<file path="src/hdl/squeeze_dims_pkg.sv">
`default_nettype none

package squeeze_dims_pkg;

	localparam int lanes = 4; // output channels per beat.
	localparam int data_w = 16;
	localparam int wgt_w = 8;
	localparam int acc_w = 28;
	localparam int ofm_shift = 4;

	localparam int chin_fire8 = 12;
	localparam int chin_fire9 = 16;
	localparam int chin_max = (chin_fire8 > chin_fire9) ? chin_fire8 : chin_fire9;
	localparam int beat_w = $clog2(chin_max);

	// fire9 rows follow the fire8 region.
	localparam int fire9_base = chin_fire8;
	localparam int rom_depth = chin_fire8 + chin_fire9;
	localparam int rom_addr_w = $clog2(rom_depth);

	localparam logic signed [data_w-1:0] data_max = {1'b0, {(data_w - 1){1'b1}}};
	localparam logic signed [data_w-1:0] data_min = {1'b1, {(data_w - 1){1'b0}}};

	// synthetic weights, centred on zero.
	function automatic logic signed [wgt_w-1:0] weight_of(input int row, input int lane);
		return wgt_w'(((3 * row + 5 * lane + 1) % 16) - 8);
	endfunction

	function automatic logic signed [data_w-1:0] scale_ofm(input logic signed [acc_w-1:0] acc);
		logic signed [acc_w-1:0] shifted;
		shifted = acc >>> ofm_shift;
		if (shifted > acc_w'(data_max))
			return data_max;
		else if (shifted < acc_w'(data_min))
			return data_min;
		else
			return shifted[data_w-1:0];
	endfunction

endpackage

`default_nettype wire

</file>
<file path="src/hdl/squeeze_ctrl_pkg.sv">
`default_nettype none

package squeeze_ctrl_pkg;

	typedef enum logic [1:0] {
		IDLE,
		ACCUM,
		DRAIN, // last product still in the mac.
		HOLD
	} engine_state_e;

	typedef enum logic {
		FIRE8,
		FIRE9
	} layer_e;

endpackage

`default_nettype wire

</file>
<file path="src/hdl/weight_bus_if.sv">
`timescale 1ns/1ps
`default_nettype none

interface weight_bus_if ();

	logic req; // engine wants the rom.
	logic step; // one accepted beat.
	logic done;
	logic grant;
	logic [squeeze_dims_pkg::lanes*squeeze_dims_pkg::wgt_w-1:0] kernels;

	modport engine (
		output req,
		output step,
		output done,
		input grant,
		input kernels
	);

	modport sequencer (
		input req,
		input step,
		input done,
		output grant,
		output kernels
	);

endinterface

`default_nettype wire

</file>
<file path="src/hdl/weight_rom.sv">
`timescale 1ns/1ps
`default_nettype none

module weight_rom (
	input wire clk,
	input wire [squeeze_dims_pkg::rom_addr_w-1:0] addr_i,
	output logic [squeeze_dims_pkg::lanes*squeeze_dims_pkg::wgt_w-1:0] kernels_o
);

	localparam int lanes = squeeze_dims_pkg::lanes;
	localparam int wgt_w = squeeze_dims_pkg::wgt_w;
	localparam int rom_depth = squeeze_dims_pkg::rom_depth;

	logic [lanes*wgt_w-1:0] mem [rom_depth];

	initial begin
		for (int a = 0; a < rom_depth; a++) begin
			for (int l = 0; l < lanes; l++) begin
				mem[a][l*wgt_w +: wgt_w] = squeeze_dims_pkg::weight_of(a, l);
			end
		end
	end

	// address runs one past the last row after a fire9 frame.
	always_ff @(posedge clk) begin
		if (int'(addr_i) < rom_depth)
			kernels_o <= mem[addr_i];
		else
			kernels_o <= '0;
	end

endmodule

`default_nettype wire

</file>
<file path="src/hdl/weight_addr_sequencer.sv">
`timescale 1ns/1ps
`default_nettype none

module weight_addr_sequencer (
	input wire clk,
	input wire rst_n_i,
	weight_bus_if.sequencer fire8_bus,
	weight_bus_if.sequencer fire9_bus
);

	localparam int rom_addr_w = squeeze_dims_pkg::rom_addr_w;
	localparam int kern_w = squeeze_dims_pkg::lanes * squeeze_dims_pkg::wgt_w;

	logic busy;
	squeeze_ctrl_pkg::layer_e owner;
	logic [rom_addr_w-1:0] addr;
	logic [kern_w-1:0] rom_kernels;
	logic fire8_own;
	logic fire9_own;
	logic owner_step;
	logic owner_done;

	weight_rom u_rom (
		.clk(clk),
		.addr_i(addr),
		.kernels_o(rom_kernels)
	);

	assign fire8_own = busy && (owner == squeeze_ctrl_pkg::FIRE8);
	assign fire9_own = busy && (owner == squeeze_ctrl_pkg::FIRE9);

	assign owner_step = fire8_own ? fire8_bus.step : fire9_bus.step;
	assign owner_done = fire8_own ? fire8_bus.done : fire9_bus.done;

	// fire8 wins a tie, grant holds until done.
	always_ff @(posedge clk or negedge rst_n_i) begin
		if (!rst_n_i) begin
			busy <= 1'b0;
			owner <= squeeze_ctrl_pkg::FIRE8;
			addr <= '0;
		end else if (!busy) begin
			if (fire8_bus.req) begin
				busy <= 1'b1;
				owner <= squeeze_ctrl_pkg::FIRE8;
				addr <= '0;
			end else if (fire9_bus.req) begin
				busy <= 1'b1;
				owner <= squeeze_ctrl_pkg::FIRE9;
				addr <= rom_addr_w'(squeeze_dims_pkg::fire9_base);
			end
		end else if (owner_done) begin
			busy <= 1'b0;
		end else if (owner_step) begin
			addr <= addr + 1'b1; // next row lands one read later.
		end
	end

	assign fire8_bus.grant = fire8_own;
	assign fire9_bus.grant = fire9_own;

	assign fire8_bus.kernels = fire8_own ? rom_kernels : '0;
	assign fire9_bus.kernels = fire9_own ? rom_kernels : '0;

endmodule

`default_nettype wire

</file>
<file path="src/hdl/squeeze_engine.sv">
`timescale 1ns/1ps
`default_nettype none

module squeeze_engine #(
	parameter squeeze_ctrl_pkg::layer_e layer = squeeze_ctrl_pkg::FIRE8
) (
	input wire clk,
	input wire rst_n_i,
	input wire en_i,
	input wire [squeeze_dims_pkg::data_w-1:0] ifm_i,
	input wire ram_feedback_i,
	output logic sample_o,
	output logic finish_o,
	output logic [squeeze_dims_pkg::lanes*squeeze_dims_pkg::data_w-1:0] ofm_o,
	weight_bus_if.engine wbus
);

	localparam int lanes = squeeze_dims_pkg::lanes;
	localparam int data_w = squeeze_dims_pkg::data_w;
	localparam int wgt_w = squeeze_dims_pkg::wgt_w;
	localparam int acc_w = squeeze_dims_pkg::acc_w;
	localparam int beat_w = squeeze_dims_pkg::beat_w;
	localparam int chin = (layer == squeeze_ctrl_pkg::FIRE8) ?
		squeeze_dims_pkg::chin_fire8 : squeeze_dims_pkg::chin_fire9;
	localparam logic [beat_w-1:0] last_beat = beat_w'(chin - 1);

	squeeze_ctrl_pkg::engine_state_e state;
	logic [beat_w-1:0] beat_cnt;
	logic accept;
	logic mac_vld;
	logic signed [data_w-1:0] ifm_d;
	logic signed [wgt_w-1:0] kern [lanes];
	logic signed [acc_w-1:0] prod [lanes];
	logic signed [acc_w-1:0] acc [lanes];

	assign sample_o = (state == squeeze_ctrl_pkg::ACCUM);
	assign accept = en_i && sample_o;

	assign wbus.req = (state == squeeze_ctrl_pkg::IDLE) && en_i; // only with data waiting.
	assign wbus.step = accept;
	assign wbus.done = (state == squeeze_ctrl_pkg::DRAIN);

	always_comb begin
		for (int l = 0; l < lanes; l++) begin
			kern[l] = wbus.kernels[l*wgt_w +: wgt_w];
			prod[l] = acc_w'(ifm_d) * acc_w'(kern[l]);
		end
	end

	always_ff @(posedge clk or negedge rst_n_i) begin
		if (!rst_n_i) begin
			state <= squeeze_ctrl_pkg::IDLE;
			beat_cnt <= '0;
			finish_o <= 1'b0;
			ofm_o <= '0;
		end else begin
			case (state)
				squeeze_ctrl_pkg::IDLE: begin
					if (wbus.grant) begin
						state <= squeeze_ctrl_pkg::ACCUM;
						beat_cnt <= '0;
					end
				end
				squeeze_ctrl_pkg::ACCUM: begin
					if (accept) begin
						if (beat_cnt == last_beat)
							state <= squeeze_ctrl_pkg::DRAIN;
						else
							beat_cnt <= beat_cnt + 1'b1;
					end
				end
				squeeze_ctrl_pkg::DRAIN: begin
					state <= squeeze_ctrl_pkg::HOLD;
				end
				squeeze_ctrl_pkg::HOLD: begin
					if (!finish_o) begin
						finish_o <= 1'b1;
						for (int l = 0; l < lanes; l++) begin
							ofm_o[l*data_w +: data_w] <= squeeze_dims_pkg::scale_ofm(acc[l]);
						end
					end else if (ram_feedback_i) begin
						// downstream took the result.
						finish_o <= 1'b0;
						ofm_o <= '0;
						state <= squeeze_ctrl_pkg::IDLE;
					end
				end
				default: state <= squeeze_ctrl_pkg::IDLE;
			endcase
		end
	end

	// the row for a beat arrives one cycle after acceptance.
	always_ff @(posedge clk) begin
		if (accept)
			ifm_d <= ifm_i;
	end

	always_ff @(posedge clk or negedge rst_n_i) begin
		if (!rst_n_i) begin
			mac_vld <= 1'b0;
			for (int l = 0; l < lanes; l++) begin
				acc[l] <= '0;
			end
		end else begin
			mac_vld <= accept;
			if ((state == squeeze_ctrl_pkg::IDLE) && wbus.grant) begin
				for (int l = 0; l < lanes; l++) begin
					acc[l] <= '0; // new frame.
				end
			end else if (mac_vld) begin
				for (int l = 0; l < lanes; l++) begin
					acc[l] <= acc[l] + prod[l];
				end
			end
		end
	end

endmodule

`default_nettype wire

</file>
<file path="src/hdl/squeeze_top.sv">
`timescale 1ns/1ps
`default_nettype none

module squeeze_top (
	input wire clk,
	input wire rst_n_i,
	input wire fire8_en_i,
	input wire fire9_en_i,
	input wire [squeeze_dims_pkg::data_w-1:0] fire8_ifm_i,
	input wire [squeeze_dims_pkg::data_w-1:0] fire9_ifm_i,
	input wire fire8_ram_feedback_i,
	input wire fire9_ram_feedback_i,
	output logic fire8_sample_o,
	output logic fire9_sample_o,
	output logic fire8_finish_o,
	output logic fire9_finish_o,
	output logic [squeeze_dims_pkg::lanes*squeeze_dims_pkg::data_w-1:0] fire8_ofm_o,
	output logic [squeeze_dims_pkg::lanes*squeeze_dims_pkg::data_w-1:0] fire9_ofm_o
);

	localparam int data_w = squeeze_dims_pkg::data_w;

	logic fire8_en;
	logic fire9_en;
	logic [data_w-1:0] fire8_ifm;
	logic [data_w-1:0] fire9_ifm;

	// stage 1 input registers.
	always_ff @(posedge clk or negedge rst_n_i) begin
		if (!rst_n_i) begin
			fire8_en <= 1'b0;
			fire9_en <= 1'b0;
			fire8_ifm <= '0;
			fire9_ifm <= '0;
		end else begin
			fire8_en <= fire8_en_i;
			fire9_en <= fire9_en_i;
			fire8_ifm <= fire8_ifm_i;
			fire9_ifm <= fire9_ifm_i;
		end
	end

	weight_bus_if fire8_wbus ();
	weight_bus_if fire9_wbus ();

	squeeze_engine #(
		.layer(squeeze_ctrl_pkg::FIRE8)
	) u_fire8 (
		.clk(clk),
		.rst_n_i(rst_n_i),
		.en_i(fire8_en),
		.ifm_i(fire8_ifm),
		.ram_feedback_i(fire8_ram_feedback_i),
		.sample_o(fire8_sample_o),
		.finish_o(fire8_finish_o),
		.ofm_o(fire8_ofm_o),
		.wbus(fire8_wbus.engine)
	);

	squeeze_engine #(
		.layer(squeeze_ctrl_pkg::FIRE9)
	) u_fire9 (
		.clk(clk),
		.rst_n_i(rst_n_i),
		.en_i(fire9_en),
		.ifm_i(fire9_ifm),
		.ram_feedback_i(fire9_ram_feedback_i),
		.sample_o(fire9_sample_o),
		.finish_o(fire9_finish_o),
		.ofm_o(fire9_ofm_o),
		.wbus(fire9_wbus.engine)
	);

	// one rom, shared by both layers.
	weight_addr_sequencer u_seq (
		.clk(clk),
		.rst_n_i(rst_n_i),
		.fire8_bus(fire8_wbus.sequencer),
		.fire9_bus(fire9_wbus.sequencer)
	);

endmodule

`default_nettype wire

</file>
<file path="config.mk">
export PLATFORM = sky130hd
export DESIGN_NAME = squeeze_top
export DESIGN_NICKNAME = d
export VERILOG_FILES = /design/src/hdl/squeeze_dims_pkg.sv /design/src/hdl/squeeze_ctrl_pkg.sv /design/src/hdl/weight_bus_if.sv /design/src/hdl/weight_rom.sv /design/src/hdl/weight_addr_sequencer.sv /design/src/hdl/squeeze_engine.sv /design/src/hdl/squeeze_top.sv
export SDC_FILE = /design/constraint.sdc
export NUM_CORES = 2
export LEC_CHECK = 0
export ABC_CLOCK_PERIOD_IN_PS = 7500
export BUFFER_PORTS_ARGS = -buffer_cell sky130_fd_sc_hd__buf_2
export CAP_MARGIN = 20
export CORE_MARGIN = 3
export CORE_UTILIZATION = 29
export CTS_CLUSTER_SIZE = 25
export DETAILED_ROUTE_END_ITERATION = 8
export PLACE_DENSITY = 0.54
export SYNTH_ARGS = -nofsm -noshare
export SYNTH_HDL_FRONTEND = slang
export SYNTH_SLANG_ARGS = --single-unit
</file>
<file path="constraint.sdc">
create_clock -name clk -period 7.5 [get_ports clk]
set_input_delay 0.75 -clock clk [delete_from_list [all_inputs] [get_ports clk]]
set_output_delay 0.75 -clock clk [all_outputs]
set_load 0.1 [all_outputs]
</file>
==> results by group <==
Status
  • Status: finished with violations
  • Failing checks: hold timing

Placement
  • Routability cong.: between 0.8 and 0.9
  • I/O Buffers: 169
  • Final HPWL DP: about 130 mm

Critical path
  • Reg-to-reg startpoint: u_seq.owner
  • CP Data Arrival Time: between 7000 and 8000 ps
  • Worst EP required: slightly above 8000 ps
  • Crit Path Max Fanout: 27
  • Crit path capture type: flop
  • CP Class: flop to flop
  • Reg2reg end: u_fire8.acc[26]
  • Worst reg2reg path depth: 20
  • Critical Path Source Type: flop
  • FF-to-FF setup slack: between 700 and 800 ps

Routing
  • Wire per inst: 18.9 um
  • DR DRC count: 0
  • Routed Antenna Nets: 0
  • Drt first pass iters: 5
  • 1st-iter DRT viols: about 2.4k
  • WL met2: about 72 mm
  • DR WL met3: 9.16 mm
  • Via/cell ratio: about 4.8
  • Uppermost layer routed: met5
  • WL final: roughly 160 mm
  • Via count: ~40k
  • Met1 Routed Length: 75.1 mm

Floorplanning
  • Num rows: about 160
  • IO Pins: 170
  • Die Wd: around 460 um
  • Die Ht: 457 um
  • Initial Utilization: roughly 29%
  • Core area: approximately 200000 um^2
  • Die area: around 210000 um^2

Synthesis
  • Synthesized flop and latch total: 455
  • YS warnings: 0
  • Synthesized area per cell: 10.3 um^2
  • Mapped Area: slightly below 60000 um^2
  • Post-synth top cells: fa_1, inv_1, ha_1
  • Synthesized net count: approximately 7.4k
  • Synth Flop Type: dfrtp_1
  • Sequential area share after synthesis: about a fifth
  • Number of synthesized flops with an enable pin: 32
  • Most frequent cell after synthesis: fa_1
  • Unique masters post-synth: about 80
  • Ys async rst share: between 80% and 90%
  • Mapped Cells: ~5.7k
  • Area leader, netlist: fa_1
  • Synth top area share: a little under two fifths
  • Leading post-synthesis cells by cell area: fa_1, dfrtp_1, ha_1

STA
  • WHS: -6.60 ps
  • Hold Fails Final Rpt: 1
  • Setup-failing EPs final: 0
  • Setup TNS: 0 ps
  • Clock Skews: ~40 ps
  • RSZ-0062 raised after global routing: no
  • Worst-margin pin slew: approximately 1100 ps
  • Slew margin rel.: between 20% and 30%
  • Final Max Slew Viols: 0
  • Fmax: between 100 and 150 MHz
  • Post-layout min period: approximately 6800 ps
  • Tcrit/Tclk final: about nine tenths

Global route
  • Largest net degree at the start of global routing: just over 80
  • First-pass GRT wire length: between 200 and 300 mm
  • Antenna violations before repair: 5
  • Overflow after GRT: 0
  • GRT Total Usage: between 10% and 20%
  • Vias in the first global route: between 40k and 50k

Final layout
  • NumNets Final: 7543
  • Layout area overhead: 10.8%
  • Layout cells sized above 1: between 7 and 8%

Clock tree
  • CTS tree: yes
  • CTS clock-pin slew for the worst setup and hold paths: 60 ps
  • CTS Buffer Depth: 3
  • Cts repair resizes: 0
  • Hold_buf cts: 0
  • Post-CTS Setup Inserts: 0
  • Clk Latency, worst-skew pair: about 680 ps
  • Root Driver: clkbuf_16
  • CTS Sinks: between 400 and 500
  • CTS HTree Levels: 2
  • Cts bufs inserted: between 50 and 60

Run
  • Max cap viols: 0

Worst hold path
  • Worst min-delay path class: primary input to async pin
==> stage by stage <==
stage                     cells  area (um^2)  util, %  hold WS (ps)  setup slack (ps)
after global placement     8457        63200     31.5           404               838
final                      8567        65200     32.5         -6.60               708
after CTS                  8561        65200     32.4          6.71               707
after detailed placement   8458        63200     31.5           405               735
after global routing       8566        65200     32.5          20.7               281
after floorplan            5736        58900        -           401               679
==> worst max-delay path, stage by stage (launching register included) <==
cell,delay (ps)
dfrtp_1,400
nor2b_4,330
buf_4,320
and2_1,350
buf_4,240
nand2_1,490
fa_1,730
inv_1,60
fa_1,480
fa_1,560
fa_1,410
ha_1,290
ha_1,340
a21o_1,180
a21oi_1,190
o21ai_0,140
nand2b_1,170
a31oi_1,290
nor3b_1,130
or4_1,510
nand3_1,90
==> cells in the final DEF (no fill, tap or decap), drive strengths merged, types with 21 or more instances in the layout <==
master / instances
nor3: 34
o31ai: 21
nand3: 58
fa: 1104
a22o: 66
nand2: 458
o21ai: 342
o21bai: 26
dfrtp: 409
buf: 285
xnor2: 129
nand2b: 23
ha: 538
a211oi: 24
nand4: 27
o21a: 32
inv: 894
clkbuf: 60
xor2: 76
and3: 286
nor2: 344
a21o: 79
edfxtp: 32
clkinv: 25
and2: 94
nor2b: 25
a21oi: 172
==> area by class of cell <==
type	count	area (um^2)
Clock inverter	43	567
Inverter	888	3330
Multi-Input combinational cell	4178	43300
Clock buffer	60	1430
Fill cell	20521	136000
Tap cell	2656	3320
Antenna cell	2	5.00
Timing Repair Buffer	285	1760
Sequential cell	455	11500
==> logic make-up after synthesis <==
group	share of synthesized area, %
mux	0.230
compound gates	9.59
fa+ha+maj	49.0
xor+xnor	3.05
flops	19.5
buf+inv	7.03
simple gates	11.6
==> per-layer routing <==
metal	vias up	global-route usage (%)
met5	-	0
met4	2	4.75
met3	189	2.93
met2	845	24.4
met1	20819	22.3
li1	18839	-
==> sequential cells by signal, indices dropped and copies added, names as in the netlist, 2 cells and up <==
signal                 count
u_fire8.ofm_o             64
u_fire9.ifm_d             16
u_fire9.state              2
u_seq.addr                 5
u_fire8.acc              112
u_fire9.ofm_o             64
u_seq.u_rom.kernels_o     14
u_fire8.beat_cnt           4
u_fire9.acc              112
u_fire8.ifm_d             16
u_fire9.beat_cnt           4
u_fire8.state              2
fire9_ifm                 16
fire8_ifm                 16
==> how the worst max path moves through the flow <==
| stage | from | slack (ps) | endpoint | depth (start not counted) |
|---|---|---|---|---|
| after detailed placement | u_seq.owner | 740 | u_fire8.acc[26] | 20 |
| after CTS | u_seq.owner | 710 | u_fire8.acc[26] | 20 |
| after floorplan | u_seq.busy | 680 | u_fire9.acc[111] | 20 |
| after global routing | u_seq.owner | 280 | u_fire8.acc[26] | 20 |
| final | u_seq.owner | 710 | u_fire8.acc[26] | 20 |
| after global placement | u_seq.owner | 840 | u_fire8.acc[110] | 23 |
Power is left out: the tool's default activity adds up to more than one toggle a clock period on the data nets, which glitch-free logic cannot reach.
